## src/hdl/id_pkg.sv

```systemverilog
// ------------------------------------------------
// Shared types of the instruction decode stage
// Vector typedefs, operand select enums, ALU ops
// and the RV32I major opcodes
// ------------------------------------------------

`default_nettype none

package id_pkg;

  // Data path and register file widths
  typedef logic [31:0] data_t;
  typedef logic [4:0]  reg_addr_t;

  // ------------------------------------------------
  // Major opcodes
  // ------------------------------------------------
  typedef logic [6:0] opcode_t;

  localparam opcode_t OPCODE_OP     = 7'h33;
  localparam opcode_t OPCODE_OP_IMM = 7'h13;
  localparam opcode_t OPCODE_LUI    = 7'h37;
  localparam opcode_t OPCODE_AUIPC  = 7'h17;
  localparam opcode_t OPCODE_JAL    = 7'h6f;
  localparam opcode_t OPCODE_JALR   = 7'h67;
  localparam opcode_t OPCODE_BRANCH = 7'h63;
  localparam opcode_t OPCODE_LOAD   = 7'h03;
  localparam opcode_t OPCODE_STORE  = 7'h23;

  // ------------------------------------------------
  // ALU control
  // ------------------------------------------------
  // Arithmetic and logic ops first, then branch compares
  typedef enum logic [3:0] {
    ALU_ADD, ALU_SUB, ALU_XOR, ALU_OR, ALU_AND, ALU_SLL, ALU_SRL, ALU_SRA,
    ALU_SLT, ALU_SLTU,
    ALU_EQ, ALU_NE, ALU_LT, ALU_GE, ALU_LTU, ALU_GEU
  } alu_op_e;

  // Operand A source
  typedef enum logic [1:0] {
    OP_A_REG_A,
    OP_A_CURRPC,
    OP_A_ZERO
  } op_a_sel_e;

  // Operand B source
  typedef enum logic {
    OP_B_REG_B,
    OP_B_IMM
  } op_b_sel_e;

  // Immediate driven onto operand B
  typedef enum logic [2:0] {
    IMM_B_I,
    IMM_B_S,
    IMM_B_B,
    IMM_B_U,
    IMM_B_J,
    IMM_B_INCR_PC
  } imm_b_sel_e;

  // Memory access size
  typedef logic [1:0] lsu_type_t;

  localparam lsu_type_t LSU_WORD = 2'b00;
  localparam lsu_type_t LSU_HALF = 2'b01;
  localparam lsu_type_t LSU_BYTE = 2'b10;

endpackage

`default_nettype wire

```

## src/hdl/id_decoder.sv

```systemverilog
// ------------------------------------------------
// RV32I instruction decoder
// Control selects, immediates, register addresses
// and illegal instruction detection
// ------------------------------------------------

`default_nettype none

module id_decoder import id_pkg::*; #(
  parameter bit Rv32e = 1'b0
) (
  input  data_t      instr_i,

  // ALU control
  output alu_op_e    alu_operator_o,
  output op_a_sel_e  op_a_sel_o,
  output op_b_sel_e  op_b_sel_o,
  output imm_b_sel_e imm_b_sel_o,

  // Sign-extended immediates
  output data_t      imm_i_o,
  output data_t      imm_s_o,
  output data_t      imm_b_o,
  output data_t      imm_u_o,
  output data_t      imm_j_o,

  // Register file
  output reg_addr_t  raddr_a_o,
  output reg_addr_t  raddr_b_o,
  output reg_addr_t  waddr_o,
  output logic       rf_we_o,

  // Memory access
  output logic       lsu_req_o,
  output logic       lsu_we_o,
  output lsu_type_t  lsu_type_o,

  // Instruction class
  output logic       branch_o,
  output logic       jump_o,
  output logic       illegal_o
);

  opcode_t    opcode;
  logic [2:0] funct3;
  logic [6:0] funct7;

  // Raw class flags before the illegal qualification
  logic       writes_rd;
  logic       uses_rs1;
  logic       uses_rs2;
  logic       lsu_req;
  logic       lsu_we;
  logic       branch;
  logic       jump;
  logic       illegal_op;
  logic       illegal_reg;

  // Shared funct3 map of OP and OP-IMM, alt picks SUB or SRA
  function automatic alu_op_e alu_op_from_funct3(logic [2:0] f3, logic alt);
    case (f3)
      3'b000:  return alt ? ALU_SUB : ALU_ADD;
      3'b001:  return ALU_SLL;
      3'b010:  return ALU_SLT;
      3'b011:  return ALU_SLTU;
      3'b100:  return ALU_XOR;
      3'b101:  return alt ? ALU_SRA : ALU_SRL;
      3'b110:  return ALU_OR;
      default: return ALU_AND;
    endcase
  endfunction

  assign opcode = instr_i[6:0];
  assign funct3 = instr_i[14:12];
  assign funct7 = instr_i[31:25];

  // Fixed field positions, driven for every instruction
  assign raddr_a_o = instr_i[19:15];
  assign raddr_b_o = instr_i[24:20];
  assign waddr_o   = instr_i[11:7];

  // ------------------------------------------------
  // Immediates
  // ------------------------------------------------
  assign imm_i_o = {{20{instr_i[31]}}, instr_i[31:20]};
  assign imm_s_o = {{20{instr_i[31]}}, instr_i[31:25], instr_i[11:7]};
  assign imm_b_o = {{19{instr_i[31]}}, instr_i[31], instr_i[7], instr_i[30:25],
                    instr_i[11:8], 1'b0};
  assign imm_u_o = {instr_i[31:12], 12'b0};
  assign imm_j_o = {{12{instr_i[31]}}, instr_i[19:12], instr_i[20], instr_i[30:21], 1'b0};

  // ------------------------------------------------
  // Opcode decode
  // ------------------------------------------------
  always_comb begin
    alu_operator_o = ALU_ADD;
    op_a_sel_o     = OP_A_REG_A;
    op_b_sel_o     = OP_B_IMM;
    imm_b_sel_o    = IMM_B_I;
    lsu_type_o     = LSU_WORD;
    writes_rd      = 1'b0;
    uses_rs1       = 1'b0;
    uses_rs2       = 1'b0;
    lsu_req        = 1'b0;
    lsu_we         = 1'b0;
    branch         = 1'b0;
    jump           = 1'b0;
    illegal_op     = 1'b0;

    case (opcode)
      OPCODE_OP: begin
        writes_rd      = 1'b1;
        uses_rs1       = 1'b1;
        uses_rs2       = 1'b1;
        op_b_sel_o     = OP_B_REG_B;
        alu_operator_o = alu_op_from_funct3(funct3, funct7[5]);
        // Only ADD/SUB and SRL/SRA have an alternate funct7
        if (funct7 == 7'h20) begin
          illegal_op = (funct3 != 3'b000) && (funct3 != 3'b101);
        end else begin
          illegal_op = (funct7 != 7'h00);
        end
      end
      OPCODE_OP_IMM: begin
        writes_rd      = 1'b1;
        uses_rs1       = 1'b1;
        alu_operator_o = alu_op_from_funct3(funct3, (funct3 == 3'b101) & funct7[5]);
        // Shift amounts carry a funct7 field
        if (funct3 == 3'b001) begin
          illegal_op = (funct7 != 7'h00);
        end else if (funct3 == 3'b101) begin
          illegal_op = (funct7 != 7'h00) && (funct7 != 7'h20);
        end
      end
      OPCODE_LUI: begin
        writes_rd   = 1'b1;
        op_a_sel_o  = OP_A_ZERO;
        imm_b_sel_o = IMM_B_U;
      end
      OPCODE_AUIPC: begin
        writes_rd   = 1'b1;
        op_a_sel_o  = OP_A_CURRPC;
        imm_b_sel_o = IMM_B_U;
      end
      OPCODE_JAL, OPCODE_JALR: begin
        // Link value is PC + 4
        writes_rd   = 1'b1;
        jump        = 1'b1;
        op_a_sel_o  = OP_A_CURRPC;
        imm_b_sel_o = IMM_B_INCR_PC;
        if (opcode == OPCODE_JALR) begin
          uses_rs1   = 1'b1;
          illegal_op = (funct3 != 3'b000);
        end
      end
      OPCODE_BRANCH: begin
        branch      = 1'b1;
        uses_rs1    = 1'b1;
        uses_rs2    = 1'b1;
        op_b_sel_o  = OP_B_REG_B;
        imm_b_sel_o = IMM_B_B;
        case (funct3)
          3'b000:  alu_operator_o = ALU_EQ;
          3'b001:  alu_operator_o = ALU_NE;
          3'b100:  alu_operator_o = ALU_LT;
          3'b101:  alu_operator_o = ALU_GE;
          3'b110:  alu_operator_o = ALU_LTU;
          3'b111:  alu_operator_o = ALU_GEU;
          default: illegal_op     = 1'b1;
        endcase
      end
      OPCODE_LOAD, OPCODE_STORE: begin
        lsu_req  = 1'b1;
        uses_rs1 = 1'b1;
        case (funct3[1:0])
          2'b00:   lsu_type_o = LSU_BYTE;
          2'b01:   lsu_type_o = LSU_HALF;
          default: lsu_type_o = LSU_WORD;
        endcase
        if (opcode == OPCODE_STORE) begin
          lsu_we      = 1'b1;
          uses_rs2    = 1'b1;
          imm_b_sel_o = IMM_B_S;
          illegal_op  = funct3[2] | (funct3[1:0] == 2'b11);
        end else begin
          // Unsigned variants exist for byte and half only
          writes_rd  = 1'b1;
          illegal_op = (funct3[1:0] == 2'b11) | (funct3[2] & funct3[1]);
        end
      end
      default: illegal_op = 1'b1;
    endcase
  end

  // RV32E has 16 registers, upper half of the index space is illegal
  assign illegal_reg = Rv32e & ((uses_rs1 & instr_i[19]) | (uses_rs2 & instr_i[24]) |
                                (writes_rd & instr_i[11]));

  assign illegal_o = illegal_op | illegal_reg;

  // An illegal instruction has no side effects
  assign rf_we_o   = writes_rd & (waddr_o != '0) & ~illegal_o;
  assign lsu_req_o = lsu_req & ~illegal_o;
  assign lsu_we_o  = lsu_we & ~illegal_o;
  assign branch_o  = branch & ~illegal_o;
  assign jump_o    = jump & ~illegal_o;

endmodule

`default_nettype wire

```

## src/hdl/id_operand_mux.sv

```systemverilog
// ------------------------------------------------
// ALU operand selection
// Operand B immediate mux, operand A and B muxes
// ------------------------------------------------

`default_nettype none

module id_operand_mux import id_pkg::*; (
  // Selects from the decoder
  input  op_a_sel_e  op_a_sel_i,
  input  op_b_sel_e  op_b_sel_i,
  input  imm_b_sel_e imm_b_sel_i,

  // Decoded immediates
  input  data_t      imm_i_i,
  input  data_t      imm_s_i,
  input  data_t      imm_b_i,
  input  data_t      imm_u_i,
  input  data_t      imm_j_i,

  // Data sources
  input  data_t      pc_i,
  input  data_t      rf_rdata_a_i,
  input  data_t      rf_rdata_b_i,

  output data_t      alu_operand_a_o,
  output data_t      alu_operand_b_o
);

  // No compressed instructions, the PC always steps by a word
  localparam data_t PcIncr = 32'h4;

  data_t imm_b;

  // Immediate for operand B
  always_comb begin
    case (imm_b_sel_i)
      IMM_B_I:       imm_b = imm_i_i;
      IMM_B_S:       imm_b = imm_s_i;
      IMM_B_B:       imm_b = imm_b_i;
      IMM_B_U:       imm_b = imm_u_i;
      IMM_B_J:       imm_b = imm_j_i;
      IMM_B_INCR_PC: imm_b = PcIncr;
      default:       imm_b = PcIncr;
    endcase
  end

  // Operand A from register, PC or zero
  always_comb begin
    case (op_a_sel_i)
      OP_A_REG_A:  alu_operand_a_o = rf_rdata_a_i;
      OP_A_CURRPC: alu_operand_a_o = pc_i;
      default:     alu_operand_a_o = '0;
    endcase
  end

  // Operand B from register or immediate
  assign alu_operand_b_o = (op_b_sel_i == OP_B_IMM) ? imm_b : rf_rdata_b_i;

endmodule

`default_nettype wire

```

## src/hdl/id_controller.sv

```systemverilog
// ------------------------------------------------
// ID/EX stage controller
// Two-state FSM, memory/branch/jump stalls,
// branch and jump set, LSU request and done
// ------------------------------------------------

`default_nettype none

module id_controller (
  input  logic clk_i,
  input  logic rst_ni,

  input  logic instr_valid_i,

  // Instruction class from the decoder
  input  logic lsu_req_dec_i,
  input  logic branch_dec_i,
  input  logic jump_dec_i,
  input  logic rf_we_dec_i,
  input  logic illegal_i,

  // From EX and LSU
  input  logic branch_decision_i,
  input  logic lsu_resp_valid_i,

  output logic lsu_req_o,
  output logic rf_we_o,
  output logic branch_set_o,
  output logic jump_set_o,
  output logic illegal_insn_o,
  output logic instr_done_o
);

  typedef enum logic {
    FIRST_CYCLE,
    MULTI_CYCLE
  } id_fsm_e;

  id_fsm_e id_fsm_q, id_fsm_d;

  logic first_cycle;
  logic multicycle_done;
  logic stall_mem;
  logic stall_branch;
  logic stall_jump;
  logic stall_id;
  logic branch_set_d, branch_set_q;
  logic jump_set_raw;
  logic set_done_d, set_done_q;

  // ------------------------------------------------
  // ID/EX state machine
  // ------------------------------------------------
  always_ff @(posedge clk_i or negedge rst_ni) begin
    if (!rst_ni) begin
      id_fsm_q <= FIRST_CYCLE;
    end else begin
      id_fsm_q <= id_fsm_d;
    end
  end

  // Loads and stores wait for the response, everything else needs one extra cycle
  assign multicycle_done = lsu_req_dec_i ? lsu_resp_valid_i : 1'b1;

  always_comb begin
    id_fsm_d     = id_fsm_q;
    stall_branch = 1'b0;
    stall_jump   = 1'b0;
    branch_set_d = 1'b0;
    jump_set_raw = 1'b0;

    if (instr_valid_i) begin
      case (id_fsm_q)
        FIRST_CYCLE: begin
          if (lsu_req_dec_i) begin
            id_fsm_d = MULTI_CYCLE;
          end else if (branch_dec_i) begin
            // Not-taken branch finishes here
            id_fsm_d     = branch_decision_i ? MULTI_CYCLE : FIRST_CYCLE;
            stall_branch = branch_decision_i;
            branch_set_d = branch_decision_i;
          end else if (jump_dec_i) begin
            id_fsm_d     = MULTI_CYCLE;
            stall_jump   = 1'b1;
            jump_set_raw = 1'b1;
          end
        end
        MULTI_CYCLE: begin
          if (multicycle_done) begin
            id_fsm_d = FIRST_CYCLE;
          end
        end
        default: id_fsm_d = FIRST_CYCLE;
      endcase
    end
  end

  // ------------------------------------------------
  // Stalls and done
  // ------------------------------------------------
  assign first_cycle = instr_valid_i & (id_fsm_q == FIRST_CYCLE);

  // Memory ops always stall their request cycle, then until the response
  assign stall_mem = instr_valid_i & lsu_req_dec_i & (~lsu_resp_valid_i | first_cycle);
  assign stall_id  = stall_mem | stall_branch | stall_jump;

  assign instr_done_o   = instr_valid_i & ~stall_id;
  assign lsu_req_o      = first_cycle & lsu_req_dec_i;
  assign rf_we_o        = rf_we_dec_i & instr_done_o;
  assign illegal_insn_o = instr_valid_i & illegal_i;

  // ------------------------------------------------
  // Branch and jump set
  // ------------------------------------------------
  // Branch set is the decision flopped into the second cycle
  always_ff @(posedge clk_i or negedge rst_ni) begin
    if (!rst_ni) begin
      branch_set_q <= 1'b0;
      set_done_q   <= 1'b0;
    end else begin
      branch_set_q <= branch_set_d;
      set_done_q   <= set_done_d;
    end
  end

  // Remember a set until the instruction leaves the stage
  assign set_done_d = (branch_set_q | jump_set_raw | set_done_q) & ~instr_done_o;

  assign branch_set_o = branch_set_q & ~set_done_q;
  assign jump_set_o   = jump_set_raw & ~set_done_q;

endmodule

`default_nettype wire

```

## src/hdl/id_stage.sv

```systemverilog
// ------------------------------------------------
// Instruction decode stage top level
// Decoder, operand selection and controller
// ------------------------------------------------

`default_nettype none

module id_stage import id_pkg::*; #(
  parameter bit Rv32e = 1'b0
) (
  input  logic      clk_i,
  input  logic      rst_ni,

  // From the IF-ID register
  input  logic      instr_valid_i,
  input  data_t     instr_i,
  input  data_t     pc_i,

  // Register file
  output reg_addr_t rf_raddr_a_o,
  input  data_t     rf_rdata_a_i,
  output reg_addr_t rf_raddr_b_o,
  input  data_t     rf_rdata_b_i,
  output reg_addr_t rf_waddr_o,
  output logic      rf_we_o,

  // ALU
  output alu_op_e   alu_operator_o,
  output data_t     alu_operand_a_o,
  output data_t     alu_operand_b_o,
  input  logic      branch_decision_i,

  // LSU
  output logic      lsu_req_o,
  output logic      lsu_we_o,
  output lsu_type_t lsu_type_o,
  output data_t     lsu_wdata_o,
  input  logic      lsu_resp_valid_i,

  // Control flow and status
  output logic      branch_set_o,
  output logic      jump_set_o,
  output logic      illegal_insn_o,
  output logic      instr_done_o
);

  // Decoder to operand mux
  op_a_sel_e  op_a_sel;
  op_b_sel_e  op_b_sel;
  imm_b_sel_e imm_b_sel;
  data_t      imm_i, imm_s, imm_b, imm_u, imm_j;

  // Decoder to controller
  logic       lsu_req_dec;
  logic       branch_dec;
  logic       jump_dec;
  logic       rf_we_dec;
  logic       illegal_dec;

  // Store data comes straight from read port B
  assign lsu_wdata_o = rf_rdata_b_i;

  id_decoder #(
    .Rv32e(Rv32e)
  ) i_decoder (
    .instr_i       (instr_i),
    .alu_operator_o(alu_operator_o),
    .op_a_sel_o    (op_a_sel),
    .op_b_sel_o    (op_b_sel),
    .imm_b_sel_o   (imm_b_sel),
    .imm_i_o       (imm_i),
    .imm_s_o       (imm_s),
    .imm_b_o       (imm_b),
    .imm_u_o       (imm_u),
    .imm_j_o       (imm_j),
    .raddr_a_o     (rf_raddr_a_o),
    .raddr_b_o     (rf_raddr_b_o),
    .waddr_o       (rf_waddr_o),
    .rf_we_o       (rf_we_dec),
    .lsu_req_o     (lsu_req_dec),
    .lsu_we_o      (lsu_we_o),
    .lsu_type_o    (lsu_type_o),
    .branch_o      (branch_dec),
    .jump_o        (jump_dec),
    .illegal_o     (illegal_dec)
  );

  id_operand_mux i_operand_mux (
    .op_a_sel_i     (op_a_sel),
    .op_b_sel_i     (op_b_sel),
    .imm_b_sel_i    (imm_b_sel),
    .imm_i_i        (imm_i),
    .imm_s_i        (imm_s),
    .imm_b_i        (imm_b),
    .imm_u_i        (imm_u),
    .imm_j_i        (imm_j),
    .pc_i           (pc_i),
    .rf_rdata_a_i   (rf_rdata_a_i),
    .rf_rdata_b_i   (rf_rdata_b_i),
    .alu_operand_a_o(alu_operand_a_o),
    .alu_operand_b_o(alu_operand_b_o)
  );

  id_controller i_controller (
    .clk_i            (clk_i),
    .rst_ni           (rst_ni),
    .instr_valid_i    (instr_valid_i),
    .lsu_req_dec_i    (lsu_req_dec),
    .branch_dec_i     (branch_dec),
    .jump_dec_i       (jump_dec),
    .rf_we_dec_i      (rf_we_dec),
    .illegal_i        (illegal_dec),
    .branch_decision_i(branch_decision_i),
    .lsu_resp_valid_i (lsu_resp_valid_i),
    .lsu_req_o        (lsu_req_o),
    .rf_we_o          (rf_we_o),
    .branch_set_o     (branch_set_o),
    .jump_set_o       (jump_set_o),
    .illegal_insn_o   (illegal_insn_o),
    .instr_done_o     (instr_done_o)
  );

endmodule

`default_nettype wire

```

## config.mk

```make
export PLATFORM = sky130hd
export DESIGN_NAME = id_stage
export DESIGN_NICKNAME = d
export VERILOG_FILES = /design/src/hdl/id_pkg.sv /design/src/hdl/id_decoder.sv /design/src/hdl/id_operand_mux.sv /design/src/hdl/id_controller.sv /design/src/hdl/id_stage.sv
export SDC_FILE = /design/constraint.sdc
export NUM_CORES = 1
export LEC_CHECK = 0
export ABC_AREA = 1
export BUFFER_PORTS_ARGS = -buffer_cell sky130_fd_sc_hd__clkbuf_2
export CORE_AREA = 2 2 99 101
export CTS_CLUSTER_DIAMETER = 200
export DETAILED_ROUTE_END_ITERATION = 12
export DIE_AREA = 0 0 101 103
export HOLD_SLACK_MARGIN = 0.12
export PLACE_DENSITY = 0.68
export SYNTH_ARGS = -nofsm -noshare
export SYNTH_HDL_FRONTEND = slang
export SYNTH_SLANG_ARGS = --single-unit
```

## constraint.sdc

```tcl
create_clock -name clk_i -period 2.71 [get_ports clk_i]
set_input_delay 0.271 -clock clk_i [delete_from_list [all_inputs] [get_ports clk_i]]
set_output_delay 0.271 -clock clk_i [all_outputs]
set_load 0.05 [all_outputs]
```

Yosys cells after proc, flatten, opt, wreduce, memory -nomap -nowiden --
Cells that the tools add are included.
Operators by class: eq/ne operators 26, muxes and demuxes 45, bitwise operators 31, reduce and logical (&&, ||, !) cells 16
Operators with widths (number):
- 32-bit one-hot mux with 5 select lines | 1
- 32-bit one-hot mux with 2 select lines | 1
- 4-bit one-hot mux with 7 select lines | 2
- 32-bit two-way mux | 1
- 1-bit two-way mux | 31
- 7-bit by 6-bit == test with 1-bit output, second input constant | 4
- 4-bit one-hot mux with 6 select lines | 1
- 7-bit == test, second input constant | 3
- 1-bit bitwise AND | 18
- 3-bit == test, second input constant | 5
- 7-bit by 5-bit == test with 1-bit output, second input constant | 2
- 3-bit by 2-bit == test with 1-bit output, second input constant | 4
- 3-bit one-hot mux with 4 select lines | 1
- 4-bit one-hot mux with 3 select lines | 1
- 6-bit OR reduction | 2
- 2-bit one-hot mux with 2 select lines | 2
- 2-bit OR reduction | 4
- 7-bit by 2-bit == test with 1-bit output, second input constant | 1
- 7-bit by 6-bit inequality test with 1-bit output, second input constant | 1
- 1-bit OR | 7
- 7-bit nonzero test | 1
- 3-bit by 1-bit == test with 1-bit output, second input constant | 2
- 3-bit logical NOT | 2
- 1-bit NOT | 6
- 11 further kinds | 15
Storage, ports and cells: bits in registers 3, output and inout bits 124, logic and storage cells 121

Depth between registers and ports, before layout --
Gate-level depths: netlist of run 1.
word-level depth 17, gate-level depth with buffers 13

Modules after synthesis --
From an unflattened synthesis of run 1, not the netlist that was laid out.
Second synthesis, totals: cell total of the unflattened synthesis 882, area total of the unflattened synthesis 4805.9 um2
By module, submodules not included:
- id_operand_mux | instances 1, cells an instance 539, area each 2538.7 um2
- id_decoder | instances 1, cells an instance 279, area each 1825.5 um2
- id_stage | instances 1, cells an instance 32, area each 240.2 um2
- id_controller | instances 1, cells an instance 32, area each 201.4 um2

Least setup slack after synthesis of run 1 --
Ideal clock, no wire load.
path type input-to-output, from in instr_i[14], to out lsu_req_o, data arrival time 2.243 ns, required time 2.439 ns, setup slack 0.196 ns, cell stages on the path 10, path buffers 1, cell sequence clkbuf_2 > inv_1 > ha_1 > nand3_1 > nand2_1 > nor2_1 > nand3_2 > nor2_4 > inv_1 > nor3_1
Between the ends: longest elaborated chain between the ends 7
Ends and longest elaborated chain:
- start, declared | line id_stage.sv:16 | input data_t instr_i,
- 3-bit == test, or another cell as far along | line id_decoder.sv:162 | case (funct3)
- 6-bit OR reduction (no line), or another cell as far along
- 1-bit two-way mux, on equally long branches
- 1-bit one-hot mux with 6 select lines * | line id_decoder.sv:110 | case (opcode)
- 1-bit NOT * | line id_decoder.sv:203 | assign lsu_req_o = lsu_req & ~illegal_o;
- 1-bit bitwise AND * | line id_decoder.sv:203
- 1-bit bitwise AND * | line id_controller.sv:108 | assign lsu_req_o = first_cycle & lsu_req_dec_i;
- end, declared | line id_stage.sv:34 | output logic lsu_req_o,
Mark *: on every way between the ends. The rest lies on a longest branch, timed or not.

Final worst setup path of run 1 --
from in instr_i[1], to out alu_operand_b_o[17]
Between the ends: longest elaborated chain between the ends 6
Ends and longest elaborated chain:
- 7-bit by 6-bit == test with 1-bit output, or another cell as far along | line id_decoder.sv:110, id_decoder.sv:180
- 1-bit two-way mux, or another cell as far along | line id_decoder.sv:180 | if (opcode == OPCODE_STORE) begin
- 3-bit one-hot mux with 4 select lines | line id_decoder.sv:110
- 3-bit == test, or another cell as far along | line id_operand_mux.sv:37 | case (imm_b_sel_i)
- 32-bit one-hot mux with 5 select lines | line id_operand_mux.sv:37
- 32-bit two-way mux * | line id_operand_mux.sv:58 | assign alu_operand_b_o = (op_b_sel_i == OP_B_IMM) ? imm_b : rf_rdata_b_i;
- end, declared | line id_stage.sv:30 | output data_t alu_operand_b_o,
Marked as above.

==> flow_results.xml, run 1 <==
<?xml version="1.0" encoding="UTF-8"?>
<metrics>
  <group name="synthesis">
    <metric name="postSynth.asyncResetShare" unit="%">100</metric>
    <metric name="netlist_area" unit="µm²">1990</metric>
    <metric name="synth_cell_types" unit="">31</metric>
    <metric name="top_ff_cell_synth" unit="">dfrtp_1</metric>
    <metric name="synth_net_count" unit="">515</metric>
    <metric name="synth_area_per_cell" unit="µm²">5.27</metric>
    <metric name="synth_sequential_area_ratio" unit="%">3.78</metric>
    <metric name="number_of_synthesis_warnings" unit="">0</metric>
    <metric name="netlist_instances" unit="">377</metric>
    <metric name="number_of_enable_flip_flop_cells_after_synthesis" unit="">0</metric>
    <metric name="postSynthRegisterBits" unit="">3</metric>
  </group>
  <group name="global_route">
    <metric name="grt_first_pass_wirelength" unit="µm">12000</metric>
    <metric name="grt_max_degree" unit="">31</metric>
    <metric name="antenna_found_initial" unit="">0</metric>
    <metric name="globalRouteOverflowTotal" unit="">0</metric>
    <metric name="first_global_vias" unit="">2403</metric>
    <metric name="total_track_usage" unit="%">14.6</metric>
  </group>
  <group name="sta">
    <metric name="grt_setup_unrepaired" unit="">no</metric>
    <metric name="max-slew-margin-rel" unit="%">54.6</metric>
    <metric name="timing_worst_slew_pin_value" unit="ns">0.682</metric>
    <metric name="finalCritPeriodShare" unit="%">86.9</metric>
    <metric name="hold_viol_final" unit="">0</metric>
    <metric name="finalSetupTns" unit="ns">0</metric>
    <metric name="clock.fmax" unit="MHz">424</metric>
    <metric name="slew_viol_final" unit="">0</metric>
    <metric name="final-setup-viol-count" unit="">0</metric>
    <metric name="clock_skew" unit="ns">0.00179</metric>
    <metric name="fin_crit" unit="ns">2.36</metric>
  </group>
  <group name="critical_path">
    <metric name="critical-path-top-cell-by-count" unit="">nand2_1</metric>
    <metric name="path_cells" unit="">clkbuf_2 -&gt; nand2_1 -&gt; inv_1 -&gt; nand2_1 -&gt; nor2_4 -&gt; nor2_2 -&gt; o21ai_2 -&gt; nor2_1 -&gt; nand2_2 -&gt; nand2_1 -&gt; clkbuf_2</metric>
    <metric name="critPathRequiredTime" unit="ns">2.44</metric>
    <metric name="critical_path.reg2reg.endpoint" unit="">i_controller.branch_set_q</metric>
    <metric name="critical_path.endpoint" unit="">alu_operand_b_o[17]</metric>
    <metric name="cp.depth" unit="">11</metric>
    <metric name="crit_slowest_cell" unit="">clkbuf_2</metric>
    <metric name="critPathCaptureType" unit="">output port</metric>
    <metric name="critical_path.max_stage_delay" unit="ns">0.28</metric>
    <metric name="worst_r2r_path_depth" unit="">3</metric>
    <metric name="worstPathArrival" unit="ns">2.09</metric>
    <metric name="startpoint_type" unit="">primary input</metric>
    <metric name="worstReg2RegStart" unit="">i_controller.id_fsm_q</metric>
    <metric name="timing.critical_path.max_delay_family" unit="">simple AND/OR/NAND/NOR gates</metric>
    <metric name="timing.reg2reg.setup_slack" unit="ns">1.66</metric>
    <metric name="critical_path.n_buffers_inverters" unit="">3</metric>
    <metric name="cp_max_fo" unit="">20</metric>
    <metric name="critPathKind" unit="">primary input to output port</metric>
    <metric name="worstSetupStartpoint" unit="">instr_i[1]</metric>
  </group>
  <group name="die">
    <metric name="boundaryPins" unit="">257</metric>
    <metric name="die-area" unit="µm²">10400</metric>
    <metric name="placeableCoreArea" unit="µm²">9460</metric>
    <metric name="rows" unit="">36</metric>
    <metric name="initial_core_util" unit="%">21.0</metric>
    <metric name="floorplan.die.height" unit="µm">103</metric>
    <metric name="dieWidth" unit="µm">101</metric>
  </group>
  <group name="finish">
    <metric name="mostFrequentLayoutCells" unit="">clkbuf_2 (251), nand2_1 (99), inv_1 (65)</metric>
    <metric name="fraction_of_layout_cells_with_a_size_suffix_above_1" unit="%">48.3</metric>
    <metric name="final_net_count" unit="">721</metric>
    <metric name="flow.area_growth_from_synthesis" unit="%">59.8</metric>
    <metric name="layout_commonest_cell" unit="">clkbuf_2</metric>
    <metric name="multiInputGateArea" unit="µm²">1250</metric>
    <metric name="fillerInstances" unit="">1110</metric>
    <metric name="seq_cell_area" unit="µm²">75.1</metric>
    <metric name="insertedDiodeCount" unit="">0</metric>
    <metric name="layout.core_utilization" unit="%">33.6</metric>
  </group>
  <group name="detailed_routing">
    <metric name="postRouteWirelength" unit="µm">8840</metric>
    <metric name="drt_drc_violations_left" unit="">0</metric>
    <metric name="initial_detailed_routing_violation_count" unit="">97</metric>
    <metric name="drt_first_pass_iters" unit="">5</metric>
    <metric name="route.antenna.remaining_nets" unit="">0</metric>
    <metric name="vias_per_cell" unit="">4.39</metric>
    <metric name="routedWlPerCell" unit="µm">12.7</metric>
    <metric name="dr_total_vias" unit="">3057</metric>
  </group>
  <group name="clock_tree">
    <metric name="ctsRootBufferMaster" unit="">clkbuf_8</metric>
    <metric name="cts.reportedPaths.clkPinSlew" unit="ns">0.03</metric>
    <metric name="clkLatencyLatePin" unit="ns">0.22</metric>
    <metric name="cts_buffer_depth" unit="">2</metric>
    <metric name="cts_buffers" unit="">3</metric>
    <metric name="tritoncts" unit="">yes</metric>
    <metric name="clock_sinks" unit="">3</metric>
    <metric name="clock_tree.htree_level_count" unit="">1</metric>
  </group>
  <group name="placement">
    <metric name="place_congestion" unit="">0.861</metric>
    <metric name="hpwl" unit="µm">7790</metric>
    <metric name="place.port_buffers" unit="">256</metric>
  </group>
  <group name="flow_run">
    <metric name="max-cap-violations" unit="">0</metric>
  </group>
  <group name="power">
    <metric name="cellLeakagePower" unit="nW">2.07</metric>
    <metric name="power_density_of_the_placed_cells" unit="nW/µm²">291</metric>
    <metric name="worst_ir_drop_vdd" unit="mV">0.338</metric>
  </group>
  <group name="run_status">
    <metric name="run_status" unit="">complete, no violations</metric>
  </group>
  <group name="worst_hold_path">
    <metric name="hp-class" unit="">primary input to flip-flop</metric>
  </group>
</metrics>
## area by class of cell
cell class                      count  share of cell area [%]
Tap cell                          114                    4.49
Multi-Input combinational cell    245                    39.5
Clock buffer                        4                    1.42
Timing Repair Buffer              262                    44.2
Inverter                           68                    8.04
Sequential cell                     3                    2.36
## Yosys cell counts (4+ instances only)
master,count,area share (%)
nand3_1,15,3.8
nand2_1,100,19
ha_1,5,3.1
buf_2,5,1.3
o21ai_0,41,10
nor2_2,5,1.6
o31ai_1,7,2.6
clkbuf_1,8,1.5
a22oi_1,19,7.2
a21oi_1,4,1.0
buf_4,47,18
nor2_1,26,4.9
inv_1,65,12
## sequential cells by signal (all words and copies together) (netlist names)
| name | cells |
|---|---|
| i_controller.branch_set_q | 1 |
| i_controller.id_fsm_q | 1 |
| i_controller.set_done_q | 1 |
## cells by family after synthesis
kind of cell,after synthesis,share of synthesized area (%)
AND/OR/NAND/NOR,159,34.6
buffers and inverters,129,33.6
AO/OA/AOI/OAI,81,24.8
adder cells (fa/ha/maj),5,3.15
flip-flops,3,3.78
## worst reg2reg max path, stage by stage, from the launching register on
cell,delay [ns]
dfrtp_1,0.39
nor2_1,0.19
inv_1,0.09
nor4_1,0.26
## how the worst min path moves through the flow
stage / from / end / slack, ns / cells after the start
2_1_floorplan: rst_ni / i_controller.branch_set_q / -0.02 / 0
3_3_place_gp: rst_ni / i_controller.set_done_q / 0.07 / 1
3_5_place_dp: rst_ni / i_controller.set_done_q / 0.07 / 1
4_1_cts: branch_decision_i / i_controller.branch_set_q / 0.32 / 3
5_1_grt: branch_decision_i / i_controller.branch_set_q / 0.34 / 3
6_report: branch_decision_i / i_controller.branch_set_q / 0.32 / 3
## repair_timing
| action | CTS | global route |
|---|---|---|
| endpoints found under the setup margin | 0 | 20 |
| hold buffers | 1 | 0 |
| hold endpoints to repair | 3 | 0 |
| gates resized for setup | 0 | 1 |
| buffers inserted | 0 | 0 |
## per-stage QoR
stage	worst slack [ns]	hold slack (ns)	cells	instance area (µm²)	total power [mW]
after floorplan	0.196	-0.0246	377	1990	0.588
after global placement	0.263	0.0727	691	3120	0.792
after detailed placement	0.155	0.0731	691	3120	0.795
after CTS	0.156	0.319	696	3170	0.932
after global routing	0.119	0.343	696	3180	0.978
final	0.354	0.318	696	3180	0.925
## layer usage
layer / up-vias / GRT usage, % / share of wire, %
met2: 157 / 26.0 / 48
met4: 0 / 1.66 / 0.63
met1: 1323 / 18.9 / 43
li1: 1571 / - / -
met3: 6 / 2.64 / 8.2
met5: - / 0 / 0
## power by group
group / internal (mW) / total (mW) / switching (mW)
Combinational: 0.194 / 0.746 / 0.552
Clock: 0.101 / 0.132 / 0.0314
Sequential: 0.0461 / 0.0471 / 0.000930
(Power assumes the default switching activity.)
==> inputs of run 2 (changes only) <==
CAP_MARGIN = 15   (was default)
PLACE_DENSITY = default   (was 0.68)
==> run 2 against run 1 <==
Compared with the run above: power shrank 1.4%; core utilization grew 0.58 points; die area is the same; register-to-register slack lost 0.06 ns; sequential cell count is the same; first-iteration DRC count grew 28%; via count grew 0.65%; critical path depth grew 1; worst hold slack gained 0.018 ns; sequential power is essentially flat.
==> flow_results.xml, run 2 (synthesis gave the netlist of run 1 again) <==
<?xml version="1.0" encoding="UTF-8"?>
<metrics>
  <group name="run_status">
    <metric name="run_status" unit="">complete, no violations</metric>
  </group>
  <group name="global_route">
    <metric name="gr-max-usage-layer" unit="">met2</metric>
    <metric name="gr_util_met3" unit="%">1.83</metric>
    <metric name="grt_max_degree" unit="">33</metric>
    <metric name="grt_first_pass_wirelength" unit="µm">12000</metric>
    <metric name="first_global_vias" unit="">2619</metric>
    <metric name="globalRouteOverflowTotal" unit="">0</metric>
    <metric name="antenna_found_initial" unit="">1</metric>
    <metric name="grt_use_met2" unit="%">28.8</metric>
    <metric name="total_track_usage" unit="%">14.3</metric>
    <metric name="use_met1" unit="%">16.6</metric>
  </group>
  <group name="detailed_routing">
    <metric name="route.antenna.remaining_nets" unit="">0</metric>
    <metric name="routedWlPerCell" unit="µm">12.1</metric>
    <metric name="vias_per_cell" unit="">4.41</metric>
    <metric name="drt_first_pass_iters" unit="">4</metric>
    <metric name="dr_total_vias" unit="">3077</metric>
    <metric name="postRouteWirelength" unit="µm">8420</metric>
    <metric name="initial_detailed_routing_violation_count" unit="">124</metric>
    <metric name="drt_drc_violations_left" unit="">0</metric>
  </group>
  <group name="finish">
    <metric name="insertedDiodeCount" unit="">0</metric>
    <metric name="fraction_of_layout_cells_with_a_size_suffix_above_1" unit="%">48.3</metric>
    <metric name="layout_commonest_cell" unit="">clkbuf_2</metric>
    <metric name="final_net_count" unit="">723</metric>
    <metric name="fillerInstances" unit="">1054</metric>
    <metric name="flow.area_growth_from_synthesis" unit="%">62.6</metric>
    <metric name="largestRegisters" unit="">i_controller.branch_set_q x1, i_controller.id_fsm_q x1, i_controller.set_done_q x1</metric>
    <metric name="layout.core_utilization" unit="%">34.2</metric>
    <metric name="mostFrequentLayoutCells" unit="">clkbuf_2 (249), nand2_1 (100), inv_1 (65)</metric>
    <metric name="final-instance-count-excl-fill" unit="">698</metric>
  </group>
  <group name="critical_path">
    <metric name="critical_path.max_stage_delay" unit="ns">0.29</metric>
    <metric name="timing.reg2reg.setup_slack" unit="ns">1.60</metric>
    <metric name="cp_max_fo" unit="">7</metric>
    <metric name="timing.critical_path.max_delay_family" unit="">simple AND/OR/NAND/NOR gates</metric>
    <metric name="critPathRequiredTime" unit="ns">2.44</metric>
    <metric name="worstPathArrival" unit="ns">2.02</metric>
    <metric name="startpoint_type" unit="">primary input</metric>
    <metric name="critical_path.n_buffers_inverters" unit="">3</metric>
    <metric name="worst_r2r_path_depth" unit="">3</metric>
    <metric name="critPathKind" unit="">primary input to output port</metric>
    <metric name="worstReg2RegStart" unit="">i_controller.id_fsm_q</metric>
    <metric name="critical_path.reg2reg.endpoint" unit="">i_controller.branch_set_q</metric>
    <metric name="path_cells" unit="">clkbuf_2 -&gt; inv_2 -&gt; nor2_1 -&gt; nand3_1 -&gt; nor2_1 -&gt; nand2_1 -&gt; a21oi_2 -&gt; nor2_4 -&gt; nand3_1 -&gt; nand2_1 -&gt; nor2_2 -&gt; clkbuf_2</metric>
    <metric name="critPathCaptureType" unit="">output port</metric>
    <metric name="crit_slowest_cell" unit="">clkbuf_2</metric>
  </group>
  <group name="clock_tree">
    <metric name="clock_sinks" unit="">3</metric>
    <metric name="tritoncts" unit="">yes</metric>
    <metric name="cts_buffers" unit="">3</metric>
    <metric name="clock_tree.htree_level_count" unit="">1</metric>
    <metric name="cts.reportedPaths.clkPinSlew" unit="ns">0.03</metric>
    <metric name="ctsRootBufferMaster" unit="">clkbuf_8</metric>
    <metric name="post_cts_setup_inserts" unit="">0</metric>
    <metric name="cts_buffer_depth" unit="">2</metric>
    <metric name="clkLatencyLatePin" unit="ns">0.21</metric>
  </group>
  <group name="sta">
    <metric name="fin_crit" unit="ns">2.29</metric>
    <metric name="hold_viol_final" unit="">0</metric>
    <metric name="max-slew-margin-rel" unit="%">55.1</metric>
    <metric name="finalCritPeriodShare" unit="%">84.7</metric>
    <metric name="clock.fmax" unit="MHz">436</metric>
    <metric name="slew_viol_final" unit="">0</metric>
    <metric name="timing_worst_slew_pin_value" unit="ns">0.672</metric>
    <metric name="final-setup-viol-count" unit="">0</metric>
    <metric name="grt_setup_unrepaired" unit="">no</metric>
    <metric name="clock_skew" unit="ns">0.00118</metric>
    <metric name="finalSetupTns" unit="ns">0</metric>
    <metric name="final_hold_slack" unit="ns">0.335</metric>
  </group>
  <group name="worst_hold_path">
    <metric name="holdPathStages" unit="">3</metric>
    <metric name="hp-class" unit="">primary input to flip-flop</metric>
    <metric name="hp-start" unit="">instr_valid_i</metric>
    <metric name="holdPathEnd" unit="">i_controller.id_fsm_q</metric>
  </group>
  <group name="power">
    <metric name="cellLeakagePower" unit="nW">2.09</metric>
    <metric name="power_density_of_the_placed_cells" unit="nW/µm²">282</metric>
    <metric name="pnr_total_power" unit="µW">912</metric>
    <metric name="worst_ir_drop_vdd" unit="mV">0.199</metric>
  </group>
  <group name="placement">
    <metric name="hpwl" unit="µm">7460</metric>
    <metric name="place_congestion" unit="">0.870</metric>
    <metric name="place.port_buffers" unit="">256</metric>
    <metric name="numPlacedInstances" unit="">693</metric>
  </group>
  <group name="die">
    <metric name="floorplan.die.height" unit="µm">103</metric>
    <metric name="placeableCoreArea" unit="µm²">9460</metric>
    <metric name="initial_core_util" unit="%">21.0</metric>
    <metric name="rows" unit="">36</metric>
    <metric name="boundaryPins" unit="">257</metric>
    <metric name="die-area" unit="µm²">10400</metric>
    <metric name="dieWidth" unit="µm">101</metric>
  </group>
  <group name="flow_run">
    <metric name="max-cap-violations" unit="">0</metric>
  </group>
</metrics>
## run 2: worst reg2reg max path, stage by stage (launching register included)
cell and delay, ns:
dfrtp_1 0.38, nor2_1 0.18, inv_1 0.10, nor4_1 0.32
## run 2: metal layers
layer  vias up  part of all wire, %  wire (µm)
li1       1574                    -          -
met1      1332                   40       3370
met2       167                   52       4400
met3         2                  7.6        636
met4         2                0.059          5
met5         -                 0.15         13
## run 2: stage by stage
step | setup slack [ns] | cell area, µm²
floorplan | 0.196 | 1990
global placement | 0.440 | 3180
detailed placement | 0.421 | 3180
CTS | 0.420 | 3230
global route | 0.177 | 3230
finish | 0.415 | 3230
## run 2: worst max-delay path by stage
stage | depth (start not counted) | endpoint | slack (ns) | startpoint
after CTS | 11 | alu_operand_b_o[28] | 0.42 | instr_i[4]
after floorplan | 10 | lsu_req_o | 0.20 | instr_i[14]
final | 12 | instr_done_o | 0.42 | instr_i[4]
after detailed placement | 11 | alu_operand_b_o[28] | 0.42 | instr_i[4]
after global placement | 12 | instr_done_o | 0.44 | instr_i[4]
after global routing | 11 | alu_operand_b_o[18] | 0.18 | instr_i[1]
## run 2: cell type report
| class | count | area [µm²] | share of cell area, % |
|---|---|---|---|
| well taps | 114 | 143 | 4.42 |
| repair buffers | 264 | 1460 | 45.2 |
| multi-input cells | 245 | 1250 | 38.7 |
| flip-flops and latches | 3 | 75.1 | 2.32 |
| inverters | 68 | 255 | 7.90 |
| clock buffers | 4 | 45.0 | 1.39 |
## run 2: report_power, final
group	total, mW	switching [mW]	internal [mW]
Clock	0.129	0.0289	0.100
Combinational	0.736	0.546	0.190
Sequential	0.0469	0.000697	0.0462
## run 2: repair_timing
item,in CTS,in global routing
endpoints found under the hold margin,3,0
resized for setup,0,0
hold buffers,1,0
==> inputs of run 3 (changes only) <==
CORE_AREA = 2 2 101 103   (was 2 2 99 101)
DIE_AREA = 0 0 103 105   (was 0 0 101 103)
clock period = 2 ns   (was 2.71 ns; I/O delays follow)
==> run 3 against run 2 <==
Compared with the run above: worst hold slack lost 0.084 ns; sequential cell count is the same; core utilization grew 5.4 points; power grew 52%; non-clock buffer count grew 21; critical endpoint is now rf_we_o; die area grew 4.0%; sequential power grew 36%; worst setup slack lost 0.31 ns.
==> flow_results.xml, run 3 (synthesis gave the netlist of run 1 again) <==
<?xml version="1.0" encoding="UTF-8"?>
<metrics>
  <group name="clock_tree">
    <metric name="ctsRootBufferMaster" unit="">clkbuf_8</metric>
    <metric name="tritoncts" unit="">yes</metric>
    <metric name="clock_tree.htree_level_count" unit="">1</metric>
    <metric name="cts.reportedPaths.clkPinSlew" unit="ns">0.03</metric>
    <metric name="clkLatencyLatePin" unit="ns">0.21</metric>
    <metric name="cts_buffer_depth" unit="">2</metric>
    <metric name="clock_sinks" unit="">3</metric>
    <metric name="cts_buffers" unit="">3</metric>
  </group>
  <group name="critical_path">
    <metric name="timing.reg2reg.setup_slack" unit="ns">0.86</metric>
    <metric name="startpoint_type" unit="">primary input</metric>
    <metric name="worstPathArrival" unit="ns">1.69</metric>
    <metric name="critical_path.reg2reg.endpoint" unit="">i_controller.branch_set_q</metric>
    <metric name="critPathRequiredTime" unit="ns">1.80</metric>
    <metric name="worstReg2RegStart" unit="">i_controller.id_fsm_q</metric>
    <metric name="cp_max_fo" unit="">7</metric>
    <metric name="critPathKind" unit="">primary input to output port</metric>
    <metric name="critPathCaptureType" unit="">output port</metric>
    <metric name="worst_r2r_path_depth" unit="">3</metric>
  </group>
  <group name="sta">
    <metric name="worst_slack_setup_final" unit="ns">0.105</metric>
    <metric name="clock_skew" unit="ns">0.00272</metric>
    <metric name="final-setup-viol-count" unit="">0</metric>
    <metric name="fin_crit" unit="ns">1.89</metric>
    <metric name="max-slew-margin-rel" unit="%">67.7</metric>
    <metric name="hold_viol_final" unit="">0</metric>
    <metric name="timing_worst_slew_pin_value" unit="ns">0.482</metric>
    <metric name="clock.fmax" unit="MHz">528</metric>
    <metric name="finalCritPeriodShare" unit="%">94.7</metric>
    <metric name="slew_viol_final" unit="">0</metric>
  </group>
  <group name="global_route">
    <metric name="grt_first_pass_wirelength" unit="µm">14300</metric>
    <metric name="grt_max_degree" unit="">32</metric>
    <metric name="first_global_vias" unit="">2984</metric>
    <metric name="total_track_usage" unit="%">16.5</metric>
    <metric name="antenna_found_initial" unit="">0</metric>
    <metric name="globalRouteOverflowTotal" unit="">0</metric>
  </group>
  <group name="worst_hold_path">
    <metric name="hp-class" unit="">primary input to flip-flop</metric>
    <metric name="hp-start" unit="">branch_decision_i</metric>
    <metric name="holdPathEnd" unit="">i_controller.branch_set_q</metric>
    <metric name="holdPathStages" unit="">3</metric>
  </group>
  <group name="die">
    <metric name="initial_core_util" unit="%">20.6</metric>
    <metric name="floorplan.die.height" unit="µm">105</metric>
    <metric name="die-area" unit="µm²">10800</metric>
    <metric name="boundaryPins" unit="">257</metric>
    <metric name="rows" unit="">36</metric>
    <metric name="dieWidth" unit="µm">103</metric>
    <metric name="placeableCoreArea" unit="µm²">9640</metric>
  </group>
  <group name="detailed_routing">
    <metric name="vias_per_cell" unit="">4.37</metric>
    <metric name="initial_detailed_routing_violation_count" unit="">135</metric>
    <metric name="drt_first_pass_iters" unit="">4</metric>
    <metric name="route.antenna.remaining_nets" unit="">0</metric>
    <metric name="route.met2.wl" unit="µm">5090</metric>
    <metric name="routedWlPerCell" unit="µm">13.2</metric>
    <metric name="dr_total_vias" unit="">3228</metric>
    <metric name="met3RoutedLength" unit="µm">797</metric>
    <metric name="detail_route.wirelength.met1" unit="µm">3780</metric>
    <metric name="drt_drc_violations_left" unit="">0</metric>
    <metric name="route.top_layer_used" unit="">met4</metric>
    <metric name="postRouteWirelength" unit="µm">9710</metric>
  </group>
  <group name="finish">
    <metric name="final_net_count" unit="">744</metric>
    <metric name="fraction_of_layout_cells_with_a_size_suffix_above_1" unit="%">53.9</metric>
    <metric name="mostFrequentLayoutCells" unit="">clkbuf_2 (209), nand2_1 (95), inv_1 (62)</metric>
    <metric name="largestRegisters" unit="">i_controller.branch_set_q x1, i_controller.id_fsm_q x1, i_controller.set_done_q x1</metric>
    <metric name="flow.area_growth_from_synthesis" unit="%">92.1</metric>
    <metric name="final-instance-count-excl-fill" unit="">738</metric>
    <metric name="insertedDiodeCount" unit="">0</metric>
    <metric name="layout_commonest_cell" unit="">clkbuf_2</metric>
    <metric name="fillerInstances" unit="">1057</metric>
  </group>
  <group name="placement">
    <metric name="hpwl" unit="µm">8600</metric>
    <metric name="place_worst_setup_slack" unit="ns">-0.0586</metric>
    <metric name="place_congestion" unit="">0.810</metric>
    <metric name="place.port_buffers" unit="">256</metric>
    <metric name="numPlacedInstances" unit="">729</metric>
  </group>
  <group name="flow_run">
    <metric name="max-cap-violations" unit="">0</metric>
  </group>
  <group name="power">
    <metric name="worst_ir_drop_vdd" unit="mV">0.190</metric>
    <metric name="cellLeakagePower" unit="nW">2.31</metric>
    <metric name="power_density_of_the_placed_cells" unit="nW/µm²">362</metric>
  </group>
  <group name="run_status">
    <metric name="run_status" unit="">complete, no violations</metric>
  </group>
</metrics>
run 3: worst max-delay path by stage:
| stage | endpoint | slack [ns] | from |
|---|---|---|---|
| 4_1_cts | instr_done_o | -0.0004 | instr_i[2] |
| 3_5_place_dp | alu_operand_b_o[6] | -0.06 | instr_i[1] |
| 3_3_place_gp | jump_set_o | -0.08 | instr_i[3] |
| 2_1_floorplan | alu_operand_b_o[10] | -0.28 | instr_i[1] |
| 5_1_grt | rf_we_o | -0.01 | instr_i[2] |
| 6_report | rf_we_o | 0.11 | instr_i[2] |
run 3: final cells by class:
class / instances / area, µm² / area share (%)
inverter: 68 / 258 / 6.75
tap: 133 / 166 / 4.36
clock buffer: 4 / 45.0 / 1.18
sequential: 3 / 75.1 / 1.97
timing repair buffer: 285 / 1920 / 50.2
multi-input combinational: 245 / 1360 / 35.5
run 3: per-stage QoR:
stage / total power, mW / util, % / hold slack [ns] / setup TNS (ns) / instance area (µm²)
5_1_grt: 1.47 / 39.6 / 0.265 / -0.0215 / 3820
2_1_floorplan: 0.804 / - / -0.0956 / -1.88 / 2010
3_5_place_dp: 1.19 / 37.2 / 0.00702 / -0.717 / 3590
3_3_place_gp: 1.18 / 37.2 / -0.000161 / -0.108 / 3590
6_report: 1.38 / 39.6 / 0.252 / 0 / 3820
4_1_cts: 1.38 / 38.5 / 0.248 / -0.000676 / 3710
run 3: critical path, cell delays in order:
cell and delay [ns]:
clkbuf_2 0.13, nor2_4 0.14, nand2_2 0.10, nor2_4 0.17, inv_2 0.09, nand3_1 0.10
nand3_2 0.10, nor2_4 0.19, o211ai_1 0.14, nand3_1 0.12, nor2_2 0.04, buf_4 0.18
run 3: routing by layer:
metal	track usage [%]	vias up
met5	0	-
met4	2.26	0
li1	-	1623
met3	2.07	4
met2	32.3	170
met1	19.0	1431
run 3: power breakdown:
group          switching, mW  total (mW)  internal (mW)
combinational          0.781        1.15          0.366
clock                 0.0371       0.173          0.136
sequential           0.00117      0.0637         0.0626
run 3: what timing repair did:
action | 4_1_cts | 5_1_grt
setup endpoints to repair | 23 | 48
buffers inserted | 0 | 4
resized for setup | 25 | 28
pin swaps | 0 | 7
hold buffers | 1 | 0
endpoints found under the hold margin | 3 | 0
